## src/verilog/cpu_types_pkg.sv

```systemverilog
// shared types for the pipelined core
// word and register index types, isa encodings, alu ops, stage payloads
package cpu_types_pkg;

  // basic widths
  typedef logic [31:0] word_t;
  typedef logic [4:0]  regbits_t;

  // primary opcode field, instr[31:26]
  typedef enum logic [5:0] {
    RTYPE = 6'b000000,
    ADDIU = 6'b001001,
    SLTI  = 6'b001010,
    ANDI  = 6'b001100,
    ORI   = 6'b001101,
    XORI  = 6'b001110,
    LUI   = 6'b001111,
    LW    = 6'b100011,
    SW    = 6'b101011,
    HALT  = 6'b111111
  } opcode_t;

  // r-type function field, instr[5:0]
  typedef enum logic [5:0] {
    FN_SLL  = 6'b000000,
    FN_SRL  = 6'b000010,
    FN_ADDU = 6'b100001,
    FN_SUBU = 6'b100011,
    FN_AND  = 6'b100100,
    FN_OR   = 6'b100101,
    FN_XOR  = 6'b100110,
    FN_NOR  = 6'b100111,
    FN_SLT  = 6'b101010,
    FN_SLTU = 6'b101011
  } funct_t;

  // alu operations, ALU_ADD is also the bubble value
  typedef enum logic [3:0] {
    ALU_ADD,
    ALU_SUB,
    ALU_AND,
    ALU_OR,
    ALU_XOR,
    ALU_NOR,
    ALU_SLT,
    ALU_SLTU,
    ALU_SLL,
    ALU_SRL,
    ALU_LUI
  } aluop_t;

  // operand source selects from the forward unit
  localparam logic [1:0] FWD_IDEX  = 2'b00;
  localparam logic [1:0] FWD_EXMEM = 2'b01;
  localparam logic [1:0] FWD_MEMWB = 2'b10;

  // fetched word and the pc it came from
  typedef struct packed {
    word_t instr;
    word_t pc;
  } if_id_t;

  // decoded instruction with register operands
  typedef struct packed {
    word_t    rdat1;
    word_t    rdat2;
    word_t    imm;
    regbits_t shamt;
    regbits_t rs;
    regbits_t rt;
    regbits_t dest;
    aluop_t   alu_op;
    logic     alu_src_imm;
    logic     shift_src;
    logic     dren;
    logic     dwen;
    logic     wen;
    logic     halt;
  } id_ex_t;

  // alu result doubles as the data address
  typedef struct packed {
    word_t    result;
    word_t    store_data;
    regbits_t dest;
    logic     dren;
    logic     dwen;
    logic     wen;
    logic     halt;
  } ex_mem_t;

  // value headed for the register file
  typedef struct packed {
    word_t    wdata;
    regbits_t dest;
    logic     wen;
    logic     halt;
  } mem_wb_t;

endpackage

```

## src/verilog/alu.sv

```systemverilog
// combinational alu
// add/sub, logic, signed and unsigned compare, shifts, lui
`timescale 1ns/1ps

module alu (
  input  cpu_types_pkg::word_t  port_a,
  input  cpu_types_pkg::word_t  port_b,
  input  cpu_types_pkg::aluop_t alu_op,
  output cpu_types_pkg::word_t  result
);
  import cpu_types_pkg::*;

  always_comb begin
    case (alu_op)
      ALU_ADD:  result = port_a + port_b;
      ALU_SUB:  result = port_a - port_b;
      ALU_AND:  result = port_a & port_b;
      ALU_OR:   result = port_a | port_b;
      ALU_XOR:  result = port_a ^ port_b;
      ALU_NOR:  result = ~(port_a | port_b);
      // compares give 0 or 1
      ALU_SLT:  result = {31'd0, $signed(port_a) < $signed(port_b)};
      ALU_SLTU: result = {31'd0, port_a < port_b};
      // shift amount rides on port a, value on port b
      ALU_SLL:  result = port_b << port_a[4:0];
      ALU_SRL:  result = port_b >> port_a[4:0];
      // upper immediate, low half cleared
      ALU_LUI:  result = {port_b[15:0], 16'd0};
      default:  result = '0;
    endcase
  end

endmodule

```

## src/verilog/control_unit.sv

```systemverilog
// instruction decoder for the ID stage
// maps opcode and funct onto alu op, operand selects and strobes
`timescale 1ns/1ps

module control_unit (
  input  cpu_types_pkg::word_t  instr,
  output cpu_types_pkg::aluop_t alu_op,
  output logic                  alu_src_imm,
  output logic                  shift_src,
  output logic                  reg_dest_rt,
  output logic                  extend_sign,
  output logic                  dren,
  output logic                  dwen,
  output logic                  wen,
  output logic                  halt
);
  import cpu_types_pkg::*;

  opcode_t opcode;
  funct_t  funct;

  assign opcode = opcode_t'(instr[31:26]);
  assign funct  = funct_t'(instr[5:0]);

  always_comb begin
    // unknown encodings fall through as a no-op
    alu_op      = ALU_ADD;
    alu_src_imm = 1'b0;
    shift_src   = 1'b0;
    reg_dest_rt = 1'b0;
    extend_sign = 1'b0;
    dren        = 1'b0;
    dwen        = 1'b0;
    wen         = 1'b0;
    halt        = 1'b0;

    case (opcode)
      RTYPE: begin
        // rd destination, both operands from registers
        wen = 1'b1;
        case (funct)
          FN_ADDU: alu_op = ALU_ADD;
          FN_SUBU: alu_op = ALU_SUB;
          FN_AND:  alu_op = ALU_AND;
          FN_OR:   alu_op = ALU_OR;
          FN_XOR:  alu_op = ALU_XOR;
          FN_NOR:  alu_op = ALU_NOR;
          FN_SLT:  alu_op = ALU_SLT;
          FN_SLTU: alu_op = ALU_SLTU;
          FN_SLL: begin
            alu_op    = ALU_SLL;
            shift_src = 1'b1;
          end
          FN_SRL: begin
            alu_op    = ALU_SRL;
            shift_src = 1'b1;
          end
          default: wen = 1'b0;
        endcase
      end
      ADDIU, SLTI, LW, SW: begin
        // sign-extended immediate forms
        alu_op      = (opcode == SLTI) ? ALU_SLT : ALU_ADD;
        alu_src_imm = 1'b1;
        reg_dest_rt = 1'b1;
        extend_sign = 1'b1;
        dren        = (opcode == LW);
        dwen        = (opcode == SW);
        wen         = (opcode != SW);
      end
      ANDI, ORI, XORI, LUI: begin
        // zero-extended immediate forms
        alu_src_imm = 1'b1;
        reg_dest_rt = 1'b1;
        wen         = 1'b1;
        case (opcode)
          ANDI:    alu_op = ALU_AND;
          ORI:     alu_op = ALU_OR;
          XORI:    alu_op = ALU_XOR;
          default: alu_op = ALU_LUI;
        endcase
      end
      HALT: halt = 1'b1;
      default: halt = 1'b0;
    endcase
  end

endmodule

```

## src/verilog/datapath.sv

```systemverilog
// five-stage pipelined core top level
// pc, extender, operand and writeback muxes, memory glue, halt logic
`timescale 1ns/1ps

module datapath #(
  parameter cpu_types_pkg::word_t PC_INIT = '0
) (
  input  logic                 CLK,
  input  logic                 rst_n,
  // instruction port
  output cpu_types_pkg::word_t imemaddr,
  output logic                 imemREN,
  input  cpu_types_pkg::word_t imemload,
  input  logic                 ihit,
  // data port, answers in the same cycle
  output cpu_types_pkg::word_t dmemaddr,
  output cpu_types_pkg::word_t dmemstore,
  output logic                 dmemREN,
  output logic                 dmemWEN,
  input  cpu_types_pkg::word_t dmemload,
  output logic                 halt
);
  import cpu_types_pkg::*;

  // fetch state
  word_t pc;
  logic  pc_en;
  logic  fetch_stop;
  logic  halt_q;

  // stage payloads
  if_id_t  if_id_d;
  if_id_t  if_id_q;
  id_ex_t  id_ex_d;
  id_ex_t  id_ex_q;
  ex_mem_t ex_mem_d;
  ex_mem_t ex_mem_q;
  mem_wb_t mem_wb_d;
  mem_wb_t mem_wb_q;

  // per-stage bubble insertion
  logic flush_if_id;
  logic flush_id_ex;
  logic flush_ex_mem;
  logic flush_mem_wb;

  // decode outputs
  aluop_t cu_alu_op;
  logic   cu_alu_src_imm;
  logic   cu_shift_src;
  logic   cu_reg_dest_rt;
  logic   cu_extend_sign;
  logic   cu_dren;
  logic   cu_dwen;
  logic   cu_wen;
  logic   cu_halt;

  // ID stage fields and operands
  regbits_t id_rs;
  regbits_t id_rt;
  regbits_t id_rd;
  word_t    rf_rdat1;
  word_t    rf_rdat2;
  word_t    imm_ext;
  logic     rf_wen;

  // EX stage operands
  logic [1:0] fwd_a;
  logic [1:0] fwd_b;
  word_t      fwd_rs_val;
  word_t      fwd_rt_val;
  word_t      alu_a;
  word_t      alu_b;
  word_t      alu_result;

  // pc counts up while fetching, no branch targets
  assign pc_en = ihit & ~fetch_stop;

  always_ff @(posedge CLK or negedge rst_n) begin
    if (!rst_n) begin
      pc <= PC_INIT;
    end else if (pc_en) begin
      pc <= pc + 32'd4;
    end
  end

  // fetch stops once HALT moves into ID/EX
  // halt output holds after HALT leaves MEM/WB
  always_ff @(posedge CLK or negedge rst_n) begin
    if (!rst_n) begin
      fetch_stop <= 1'b0;
      halt_q     <= 1'b0;
    end else begin
      if (ihit && cu_halt) begin
        fetch_stop <= 1'b1;
      end
      if (mem_wb_q.halt) begin
        halt_q <= 1'b1;
      end
    end
  end

  assign imemaddr = pc;
  assign imemREN  = ~fetch_stop;
  assign halt     = halt_q | mem_wb_q.halt;

  // drain behind HALT, each stage flushes once HALT has passed it
  assign flush_if_id  = cu_halt | fetch_stop;
  assign flush_id_ex  = fetch_stop;
  assign flush_ex_mem = fetch_stop & ~id_ex_q.halt;
  assign flush_mem_wb = fetch_stop & ~id_ex_q.halt & ~ex_mem_q.halt;

  // IF
  assign if_id_d.instr = imemload;
  assign if_id_d.pc    = pc;

  pipe_reg #(.payload_t(if_id_t)) if_id_inst (
    .CLK    (CLK),
    .rst_n  (rst_n),
    .enable (ihit),
    .flush  (flush_if_id),
    .d      (if_id_d),
    .q      (if_id_q)
  );

  // ID
  assign id_rs = if_id_q.instr[25:21];
  assign id_rt = if_id_q.instr[20:16];
  assign id_rd = if_id_q.instr[15:11];

  control_unit control_unit_inst (
    .instr       (if_id_q.instr),
    .alu_op      (cu_alu_op),
    .alu_src_imm (cu_alu_src_imm),
    .shift_src   (cu_shift_src),
    .reg_dest_rt (cu_reg_dest_rt),
    .extend_sign (cu_extend_sign),
    .dren        (cu_dren),
    .dwen        (cu_dwen),
    .wen         (cu_wen),
    .halt        (cu_halt)
  );

  // writes come from MEM/WB, frozen with the rest of the pipe
  assign rf_wen = mem_wb_q.wen & ihit;

  register_file register_file_inst (
    .CLK   (CLK),
    .rst_n (rst_n),
    .wen   (rf_wen),
    .wsel  (mem_wb_q.dest),
    .wdat  (mem_wb_q.wdata),
    .rsel1 (id_rs),
    .rsel2 (id_rt),
    .rdat1 (rf_rdat1),
    .rdat2 (rf_rdat2)
  );

  // sign or zero extension of imm16
  assign imm_ext = cu_extend_sign ? {{16{if_id_q.instr[15]}}, if_id_q.instr[15:0]}
                                  : {16'd0, if_id_q.instr[15:0]};

  always_comb begin
    id_ex_d.rdat1       = rf_rdat1;
    id_ex_d.rdat2       = rf_rdat2;
    id_ex_d.imm         = imm_ext;
    id_ex_d.shamt       = if_id_q.instr[10:6];
    id_ex_d.rs          = id_rs;
    id_ex_d.rt          = id_rt;
    // writeback destination, rt for i-type
    id_ex_d.dest        = cu_reg_dest_rt ? id_rt : id_rd;
    id_ex_d.alu_op      = cu_alu_op;
    id_ex_d.alu_src_imm = cu_alu_src_imm;
    id_ex_d.shift_src   = cu_shift_src;
    id_ex_d.dren        = cu_dren;
    id_ex_d.dwen        = cu_dwen;
    id_ex_d.wen         = cu_wen;
    id_ex_d.halt        = cu_halt;
  end

  pipe_reg #(.payload_t(id_ex_t)) id_ex_inst (
    .CLK    (CLK),
    .rst_n  (rst_n),
    .enable (ihit),
    .flush  (flush_id_ex),
    .d      (id_ex_d),
    .q      (id_ex_q)
  );

  // EX
  forward_unit forward_unit_inst (
    .rs         (id_ex_q.rs),
    .rt         (id_ex_q.rt),
    .exmem_dest (ex_mem_q.dest),
    .memwb_dest (mem_wb_q.dest),
    .exmem_wen  (ex_mem_q.wen),
    .memwb_wen  (mem_wb_q.wen),
    .fwd_a      (fwd_a),
    .fwd_b      (fwd_b)
  );

  always_comb begin
    case (fwd_a)
      FWD_EXMEM: fwd_rs_val = ex_mem_q.result;
      FWD_MEMWB: fwd_rs_val = mem_wb_q.wdata;
      default:   fwd_rs_val = id_ex_q.rdat1;
    endcase
    case (fwd_b)
      FWD_EXMEM: fwd_rt_val = ex_mem_q.result;
      FWD_MEMWB: fwd_rt_val = mem_wb_q.wdata;
      default:   fwd_rt_val = id_ex_q.rdat2;
    endcase
  end

  // shamt replaces rs for shifts, imm replaces rt for i-type
  assign alu_a = id_ex_q.shift_src ? {27'd0, id_ex_q.shamt} : fwd_rs_val;
  assign alu_b = id_ex_q.alu_src_imm ? id_ex_q.imm : fwd_rt_val;

  alu alu_inst (
    .port_a (alu_a),
    .port_b (alu_b),
    .alu_op (id_ex_q.alu_op),
    .result (alu_result)
  );

  always_comb begin
    ex_mem_d.result     = alu_result;
    // store data takes the forwarded rt value
    ex_mem_d.store_data = fwd_rt_val;
    ex_mem_d.dest       = id_ex_q.dest;
    ex_mem_d.dren       = id_ex_q.dren;
    ex_mem_d.dwen       = id_ex_q.dwen;
    ex_mem_d.wen        = id_ex_q.wen;
    ex_mem_d.halt       = id_ex_q.halt;
  end

  pipe_reg #(.payload_t(ex_mem_t)) ex_mem_inst (
    .CLK    (CLK),
    .rst_n  (rst_n),
    .enable (ihit),
    .flush  (flush_ex_mem),
    .d      (ex_mem_d),
    .q      (ex_mem_q)
  );

  // MEM
  // strobes only on enabled cycles, one write per store
  assign dmemaddr  = ex_mem_q.result;
  assign dmemstore = ex_mem_q.store_data;
  assign dmemREN   = ex_mem_q.dren & ihit;
  assign dmemWEN   = ex_mem_q.dwen & ihit;

  always_comb begin
    mem_wb_d.wdata = ex_mem_q.dren ? dmemload : ex_mem_q.result;
    mem_wb_d.dest  = ex_mem_q.dest;
    mem_wb_d.wen   = ex_mem_q.wen;
    mem_wb_d.halt  = ex_mem_q.halt;
  end

  pipe_reg #(.payload_t(mem_wb_t)) mem_wb_inst (
    .CLK    (CLK),
    .rst_n  (rst_n),
    .enable (ihit),
    .flush  (flush_mem_wb),
    .d      (mem_wb_d),
    .q      (mem_wb_q)
  );

endmodule

```

## src/verilog/forward_unit.sv

```systemverilog
// operand forwarding selects for the EX stage
// EX/MEM result beats MEM/WB write data when both match
`timescale 1ns/1ps

module forward_unit (
  input  cpu_types_pkg::regbits_t rs,
  input  cpu_types_pkg::regbits_t rt,
  input  cpu_types_pkg::regbits_t exmem_dest,
  input  cpu_types_pkg::regbits_t memwb_dest,
  input  logic                    exmem_wen,
  input  logic                    memwb_wen,
  output logic [1:0]              fwd_a,
  output logic [1:0]              fwd_b
);
  import cpu_types_pkg::*;

  logic exmem_live;
  logic memwb_live;

  // r0 never counts as a producer
  assign exmem_live = exmem_wen && (exmem_dest != '0);
  assign memwb_live = memwb_wen && (memwb_dest != '0);

  assign fwd_a = (exmem_live && (exmem_dest == rs)) ? FWD_EXMEM :
                 (memwb_live && (memwb_dest == rs)) ? FWD_MEMWB : FWD_IDEX;
  assign fwd_b = (exmem_live && (exmem_dest == rt)) ? FWD_EXMEM :
                 (memwb_live && (memwb_dest == rt)) ? FWD_MEMWB : FWD_IDEX;

endmodule

```

## src/verilog/pipe_reg.sv

```systemverilog
// generic pipeline stage register
// enable holds the stage, flush inserts a bubble
`timescale 1ns/1ps

module pipe_reg #(
  parameter type payload_t = logic [31:0]
) (
  input  logic     CLK,
  input  logic     rst_n,
  input  logic     enable,
  input  logic     flush,
  input  payload_t d,
  output payload_t q
);

  // all-zero payload is a bubble, every strobe low
  always_ff @(posedge CLK or negedge rst_n) begin
    if (!rst_n) begin
      q <= '0;
    end else if (enable) begin
      if (flush) begin
        q <= '0;
      end else begin
        q <= d;
      end
    end
  end

endmodule

```

## src/verilog/register_file.sv

```systemverilog
// 32 x 32-bit register file, r0 reads as zero
// same-cycle write data bypassed to both read ports
`timescale 1ns/1ps

module register_file (
  input  logic                    CLK,
  input  logic                    rst_n,
  input  logic                    wen,
  input  cpu_types_pkg::regbits_t wsel,
  input  cpu_types_pkg::word_t    wdat,
  input  cpu_types_pkg::regbits_t rsel1,
  input  cpu_types_pkg::regbits_t rsel2,
  output cpu_types_pkg::word_t    rdat1,
  output cpu_types_pkg::word_t    rdat2
);
  import cpu_types_pkg::*;

  // entry zero keeps its reset value, writes to it are dropped
  word_t regs [32];

  always_ff @(posedge CLK or negedge rst_n) begin
    if (!rst_n) begin
      for (int i = 0; i < 32; i++) begin
        regs[i] <= '0;
      end
    end else if (wen && (wsel != '0)) begin
      regs[wsel] <= wdat;
    end
  end

  // zero check first, then bypass, then array
  assign rdat1 = (rsel1 == '0) ? '0 :
                 (wen && (wsel == rsel1)) ? wdat : regs[rsel1];
  assign rdat2 = (rsel2 == '0) ? '0 :
                 (wen && (wsel == rsel2)) ? wdat : regs[rsel2];

endmodule
```

## config.mk

```make
export PLATFORM = sky130hd
export DESIGN_NAME = datapath
export DESIGN_NICKNAME = d
export VERILOG_FILES = /design/src/verilog/cpu_types_pkg.sv /design/src/verilog/alu.sv /design/src/verilog/control_unit.sv /design/src/verilog/datapath.sv /design/src/verilog/forward_unit.sv /design/src/verilog/pipe_reg.sv /design/src/verilog/register_file.sv
export SDC_FILE = /design/constraint.sdc
export NUM_CORES = 2
export LEC_CHECK = 0
export BUFFER_PORTS_ARGS = -buffer_cell sky130_fd_sc_hd__buf_4
export CORE_ASPECT_RATIO = 0.6
export CORE_MARGIN = 1.5
export CORE_UTILIZATION = 50
export DETAILED_ROUTE_END_ITERATION = 16
export PLACE_DENSITY = 0.64
export SYNTH_ARGS = -nofsm -noshare
export SYNTH_HDL_FRONTEND = slang
export SYNTH_HIERARCHICAL = 1
export SYNTH_SLANG_ARGS = --single-unit
export TNS_END_PERCENT = 30
```

## constraint.sdc

```tcl
create_clock -name CLK -period 6.3 [get_ports CLK]
set_input_delay 0.315 -clock CLK [delete_from_list [all_inputs] [get_ports CLK]]
set_output_delay 0.315 -clock CLK [all_outputs]
set_load 0.02 [all_outputs]
```

Word-level counts from Yosys, hierarchy flattened
Index checks and enable logic that the tools add are counted.
{"block": "word_totals", "ff_bits": 1328, "input_bits": 67, "output_inout_bits": 100, "wordCells": 194}
{"block": "op_classes", "add_sub_neg": 3, "magnitude_cmp": 6, "n_eq_ne": 39, "n_shift": 2, "n_mux": 42, "bitwise": 18, "n_reduce_logical": 23}
{"cell": "$bwmux W1024", "count": 1}
{"cell": "$mux W32", "count": 13}
{"cell": "$pmux W32 S11", "count": 1}
{"cell": "$bmux W32 S5", "count": 2}
{"cell": "$demux W32 S5", "count": 1}
{"cell": "$pmux W32 S2", "count": 2}
{"cell": "$mux W126", "count": 1}
{"cell": "$mux W73", "count": 1}
{"cell": "$eq A6 B6 Y1 const B", "count": 11}
{"cell": "$lt A32 B32 Y1", "count": 2}
{"cell": "$mux W64", "count": 1}
{"cell": "$mux W39", "count": 1}
{"cell": "$eq A6 B4 Y1 const B", "count": 6}
{"cell": "$pmux W4 S9", "count": 1}
{"cell": "$add A32 B3 Y32 const B", "count": 1}
{"cell": "$add A32 B32 Y32", "count": 1}
{"cell": "$and A32 B32 Y32", "count": 1}
{"cell": "$not A32 Y32", "count": 1}
{"cell": "$or A32 B32 Y32", "count": 1}
{"cell": "$shl A32 B5 Y32", "count": 1}
{"cell": "$shr A32 B5 Y32", "count": 1}
{"cell": "$sub A32 B32 Y32", "count": 1}
{"cell": "$xor A32 B32 Y32", "count": 1}
{"cell": "$eq A5 B5 Y1", "count": 6}
{"cell": "29 further kinds", "count": 74}

Longest topological paths before layout
{"block": "depth", "word_depth": 12, "mapped_depth": 27, "depth_no_buf": 24}

Hierarchy
Netlist, hierarchy kept.
{"mod": "register_file", "instances": 1, "cells_per_inst": 3773, "area_per_inst_um2": 55220.5, "seq_area_each_um2": 25624.6}
{"mod": "alu", "instances": 1, "cells_per_inst": 1285, "area_per_inst_um2": 8416.8, "seq_area_each_um2": 0.0}
{"mod": "pipe_reg at id_ex_inst", "instances": 1, "cells_per_inst": 545, "area_per_inst_um2": 5671.7, "seq_area_each_um2": 3153.0}
{"mod": "datapath", "instances": 1, "cells_per_inst": 480, "area_per_inst_um2": 3828.7, "seq_area_each_um2": 800.8}
{"mod": "pipe_reg at ex_mem_inst", "instances": 1, "cells_per_inst": 315, "area_per_inst_um2": 3185.6, "seq_area_each_um2": 1826.8}
{"mod": "pipe_reg at if_id_inst", "instances": 1, "cells_per_inst": 276, "area_per_inst_um2": 2773.9, "seq_area_each_um2": 1601.5}
{"mod": "pipe_reg at mem_wb_inst", "instances": 1, "cells_per_inst": 168, "area_per_inst_um2": 1682.9, "seq_area_each_um2": 975.9}
{"mod": "control_unit", "instances": 1, "cells_per_inst": 52, "area_per_inst_um2": 362.8, "seq_area_each_um2": 0.0}
{"mod": "forward_unit", "instances": 1, "cells_per_inst": 34, "area_per_inst_um2": 270.3, "seq_area_each_um2": 0.0}

Worst setup path before layout
OpenSTA, ideal clock, no wires.
{"block": "synth_timing", "kind": "reg2reg", "from": "register ex_mem_inst/q[5] (netlist bit)", "to": "register ex_mem_inst/q[41] (netlist bit)", "setup_ps": 127, "t_arrival_ps": 5531, "t_required_ps": 6173, "slack_ps": 641, "stages_incl_launch_ff": 28, "path_buffers": 4, "period_less_slack_ps": 5659, "cell_sequence": "dfrtp_1 -> or4_1 -> o21ai_2 -> nor4_1 -> nor4_2 -> inv_1 -> ha_1 -> clkbuf_1 -> a22oi_1 -> nor2_1 -> a21oi_1 -> o21ai_0 -> clkbuf_1 -> inv_2 -> buf_1 -> clkbuf_1 -> ha_1 -> nor2_1 -> o211ai_1 -> a211oi_2 -> o21ai_2 -> a21o_1 -> o21ai_2 -> a211o_1 -> a211oi_1 -> or3_1 -> nand3b_1 -> o21ai_0"}
{"block": "synth_via", "word_cells_on_any_way": 28, "classes_between": "add/sub: 2; order compare: 2; eq/ne: 6; shift: 2; mux: 8; bitwise: 4; reduce/logical: 4"}
{"element": "start, declared", "line_no": "pipe_reg.sv:13", "source": "output payload_t q"}
{"element": "start signal, assigned", "line_no": "pipe_reg.sv:19", "source": "q <= '0;"}
{"element": "start signal, assigned", "line_no": "pipe_reg.sv:22", "source": "q <= '0;"}
{"element": "start signal, assigned", "line_no": "pipe_reg.sv:24", "source": "q <= d;"}
{"element": "$reduce_bool A5 Y1", "line_no": "forward_unit.sv:21", "source": "assign exmem_live = exmem_wen && (exmem_dest != '0);"}
{"element": "$logic_and A1 B1 Y1", "line_no": "forward_unit.sv:21"}
{"element": "$logic_and A1 B1 Y1 *", "line_no": "forward_unit.sv:24", "source": "assign fwd_a = (exmem_live && (exmem_dest == rs)) ? FWD_EXMEM :"}
{"element": "$mux W2 *", "line_no": "forward_unit.sv:24"}
{"element": "named net fwd_a[0]", "line_no": "datapath.sv:68", "source": "logic [1:0] fwd_a;"}
{"element": "$eq A2 B2 Y1 / $eq A2 B1 Y1 (equally long branches)", "line_no": "datapath.sv:203", "source": "case (fwd_a)"}
{"element": "$pmux W32 S2 *", "line_no": "datapath.sv:203"}
{"element": "$mux W32 *", "line_no": "datapath.sv:216", "source": "assign alu_a = id_ex_q.shift_src ? {27'd0, id_ex_q.shamt} : fwd_rs_val;"}
{"element": "named net alu_a[2]", "line_no": "datapath.sv:72", "source": "word_t alu_a;"}
{"element": "$lt A32 B32 Y1 (tied with other cells)", "line_no": "alu.sv:23", "source": "ALU_SLTU: result = {31'd0, port_a < port_b};"}
{"element": "$pmux W32 S11 *", "line_no": "alu.sv:14", "source": "case (alu_op)"}
{"element": "named net alu_result[0]", "line_no": "datapath.sv:74", "source": "word_t alu_result;"}
{"element": "$mux W73 *", "line_no": "pipe_reg.sv:21", "source": "if (flush) begin"}
Mark *: on every way through the listed nets, which the timed path passes. The rest lies on a longest branch.
A chain may end at the register's enable or synchronous reset.

Final worst setup path
{"block": "layout_timing", "from": "register ex_mem_inst/q[5] (netlist bit)", "to": "register ex_mem_inst/q[55] (netlist bit)"}
{"block": "layout_via", "word_cells_on_any_way": 26, "classes_between": "add/sub: 2; eq/ne: 6; shift: 2; mux: 8; bitwise: 4; reduce/logical: 4"}
{"element": "$reduce_bool A5 Y1", "line_no": "forward_unit.sv:21"}
{"element": "$logic_and A1 B1 Y1", "line_no": "forward_unit.sv:21"}
{"element": "$logic_and A1 B1 Y1 *", "line_no": "forward_unit.sv:24"}
{"element": "$mux W2 *", "line_no": "forward_unit.sv:24"}
{"element": "named net fwd_a[0]", "line_no": "datapath.sv:68"}
{"element": "$eq A2 B2 Y1 / $eq A2 B1 Y1 (equally long branches)", "line_no": "datapath.sv:203"}
{"element": "$pmux W32 S2 *", "line_no": "datapath.sv:203"}
{"element": "$mux W32 *", "line_no": "datapath.sv:216"}
{"element": "named net alu_a[1]", "line_no": "datapath.sv:72"}
{"element": "$sub A32 B32 Y32 (tied with other cells)", "line_no": "alu.sv:16", "source": "ALU_SUB: result = port_a - port_b;"}
{"element": "$pmux W32 S11 *", "line_no": "alu.sv:14"}
{"element": "named net alu_result[14]", "line_no": "datapath.sv:74"}
{"element": "$mux W73 *", "line_no": "pipe_reg.sv:21"}
Marked as above.

==> run summary <==
The die footprint came out at 163,000 um2. After technology mapping, the gate count stands at 6,792. In this run the number of H-tree levels came out at 4. The first global-routing pass estimated 453 mm of wire. 167 I/O pins were placed. Total power for the finished layout comes to 17.5 mW. The worst register-to-register path begins at ex_mem_inst/q[5]$_DFFE_PN0P_. The min-delay analysis places its worst path in the category in -> reg. The average wire per standard cell is 35.1 um.

The static leakage is 38.1 nW. The class of the most critical setup path is reg -> reg. Setup repair after global routing could not meet its margin everywhere. The total congestion overflow after global routing came out at 0. The top routing layer in use is met5. The post-place instance area is 83,900 um2. The number of buffers created by CTS came out at 131. The number of vias after detailed routing is 62,700.

The worst setup path is captured at a flop. The width of the chip is 520 um. The worst hold path was traced through 4 stages. The hold violation count in the final report came out at 0. STA classifies the critical path startpoint as a flop. The mean instance size in the synthesized netlist came out at 11.8 um2.

The remaining number of nets flagged by the antenna check after routing came out at 0. At the pin with the least slew margin, the transition time is 1.41 ns. The area of the mapped netlist came out at 80,000 um2. Setup violations remaining at the end of the flow were counted as 0.

The starting density of the core is 0.505. The post-route clock period utilization came out at 0.989. The power density of the placed cells came out at 197 nW/um2. The routed design uses 120 mm of met2 wire. The number of iterations in the first detailed-routing pass is 16. The met1 wire length is 140 mm.

The area of the placeable core came out at 159,000 um2. The number of buffers inserted by post-CTS setup repair came out at 0. The area added between synthesis and finish came out at 11.2%.

The fraction of final layout cells sized beyond drive strength 1 came out at 0.353. Measured on the finished design, the core utilization comes to 0.561. The required time of the worst setup path came out at 6.93 ns. Detailed routing placed a total of 49.4 mm of wire on met3.

The count of warnings emitted by yosys came out at 6. In this run the critical register-to-register path is captured at ex_mem_inst/q[55]$_DFFE_PN0P_. The count of maximum capacitance violations came out at 0. The number of global-route vias before repair came to 59,700. The global router's overall resource usage is 0.388.

The worst-case IR drop observed on VDD is 0.000281 V. The die boundary height is 313 um. The final critical-path required period came out at 6.23 ns. The flow ran to the end, but the final reports show violations. Leaving out fill and tap cells, the most frequent cell in the layout is sky130_fd_sc_hd__dfrtp_1.

Across the routed clock network, the largest skew measured is 0.0416 ns. The total count of max-transition violations in the final report came out at 0. The final estimated routing congestion in global placement came out at 1.10. The pin count of the biggest net entering global routing came out at 205. The number of buffers on the longest clock path came out at 3. The clock net sink count came out at 1,326. The register clock-pin slew on the reported worst setup and hold paths came out at 0.07 ns. The worst-case reg-to-reg path depth came out at 22. The layout net count is 7,033. The beginning of the critical path is ex_mem_inst/q[5]$_DFFE_PN0P_.

The accumulated negative setup slack came out at 0 ns. Measured against its own limit, the worst slew margin works out to 0.0565. The number of filler instances in the final layout came out at 13,300. The checks that failed: design-rule violations.

The clock tree root driver cell is sky130_fd_sc_hd__clkbuf_16. The total detailed-routing wirelength came out at 319 mm. The number of antenna violations at the first check in global routing is 19. Leaving out fill and tap cells, the most frequent cells in the layout are 1,315 x sky130_fd_sc_hd__dfrtp_1, 1,114 x sky130_fd_sc_hd__mux2_2, 521 x sky130_fd_sc_hd__buf_4, 439 x sky130_fd_sc_hd__mux4_2, 379 x sky130_fd_sc_hd__inv_1. Data on the critical path arrives at its endpoint at 6.86 ns. The achievable frequency is 161 MHz. The total of buffers placed on input and output ports is 164. The number of core rows came out at 113. The number of design-rule violations left by the first detailed-router iteration is 8,896. The critical path ends at ex_mem_inst/q[55]$_DFFE_PN0P_.

The routed via count divided by cell count is 6.90. The post-DP HPWL came out at 220 mm. The flop-to-flop setup slack came out at 0.07 ns. The worst slack on hold paths came out at 0.0365 ns.

The area of all placed cells without fillers is 89,000 um2. The insertion delay of the later-clocked pin in the worst-skew pair came out at 0.80 ns. The maximum net fanout on the critical path came out at 63. The detailed-route DRC error count is 10. The TritonCTS clock tree is done.
registers in the layout, summed over array words and instances (netlist names):
name                     cells
id_ex_inst/q               126
halt_q                       1
mem_wb_inst/q               39
fetch_stop                   1
imemaddr                    30
ex_mem_inst/q               73
if_id_inst/q                32
register_file_inst/regs   1024
cell type report:
class | instances | area (um2) | share of cell area
antenna | 4 | 10.0 | 0.000112
clock buffer | 188 | 3900 | 0.0438
clock inverter | 48 | 652 | 0.00733
inverter | 382 | 1430 | 0.0161
multi-input combinational | 4421 | 42100 | 0.474
sequential | 1326 | 33200 | 0.373
tap | 2127 | 2660 | 0.0299
timing repair buffer | 599 | 4960 | 0.0558
critical path: stages, from the launching register on:
cell                       delay [ns]
sky130_fd_sc_hd__dfrtp_1         0.44
sky130_fd_sc_hd__or4_1           0.56
sky130_fd_sc_hd__o21ai_2         0.18
sky130_fd_sc_hd__nor4_1          0.10
sky130_fd_sc_hd__buf_4           0.15
sky130_fd_sc_hd__nor4_2          0.30
sky130_fd_sc_hd__inv_1           0.08
sky130_fd_sc_hd__ha_1            0.30
sky130_fd_sc_hd__a22oi_1         0.25
sky130_fd_sc_hd__nor2_1          0.06
sky130_fd_sc_hd__a21oi_1         0.29
sky130_fd_sc_hd__o21ai_4         0.08
sky130_fd_sc_hd__buf_4           0.17
sky130_fd_sc_hd__buf_12          0.18
sky130_fd_sc_hd__nand2_1         0.12
sky130_fd_sc_hd__o21ai_0         0.17
sky130_fd_sc_hd__a21oi_1         0.67
sky130_fd_sc_hd__o21ai_0         0.51
sky130_fd_sc_hd__o211ai_1        0.33
sky130_fd_sc_hd__o311a_1         0.55
sky130_fd_sc_hd__o221ai_1        0.23
sky130_fd_sc_hd__nand3b_1        0.13
sky130_fd_sc_hd__o21ai_0         0.09
metrics by stage:
stage	instances	setup WS, ns
after global placement	8804	0.0681
after detailed placement	8804	-0.0655
final	9095	0.0716
after CTS	9091	0.0838
after global routing	9091	-0.0168
after floorplan	6793	0.641
timing repair:
item                       CTS  global route
resized for setup            1             8
hold buffers                51             0
pin swaps                    0             2
setup endpoints to repair    1            15
hold endpoints to repair   183             0
how the worst min path moves through the flow:
stage                                                           to          from  slack (ns)
final                                mem_wb_inst/q[18]$_DFFE_PN0P_  dmemload[11]        0.04
after global routing                  mem_wb_inst/q[9]$_DFFE_PN0P_   dmemload[2]        0.04
after CTS                            mem_wb_inst/q[18]$_DFFE_PN0P_  dmemload[11]       0.004
after detailed placement  register_file_inst/regs[470]$_DFFE_PN0P_         rst_n        0.32
after global placement    register_file_inst/regs[502]$_DFFE_PN0P_         rst_n        0.31
after floorplan                       ex_mem_inst/q[0]$_DFFE_PN0P_         rst_n        0.02
metal layers:
metal  track usage  vias up
li1              -    25400
met1         0.594    32600
met2         0.484     4147
met3         0.175      575
met4         0.105       14
met5             0        -
power breakdown:
| group | internal, mW | switching, mW | leakage, nW |
|---|---|---|---|
| sequential | 8.57 | 0.0412 | 18.5 |
| clock | 4.83 | 3.68 | 2.22 |
| combinational | 0.140 | 0.271 | 17.4 |
| total | 13.5 | 3.99 | 38.1 |
Power figures use the tool's default switching activity.
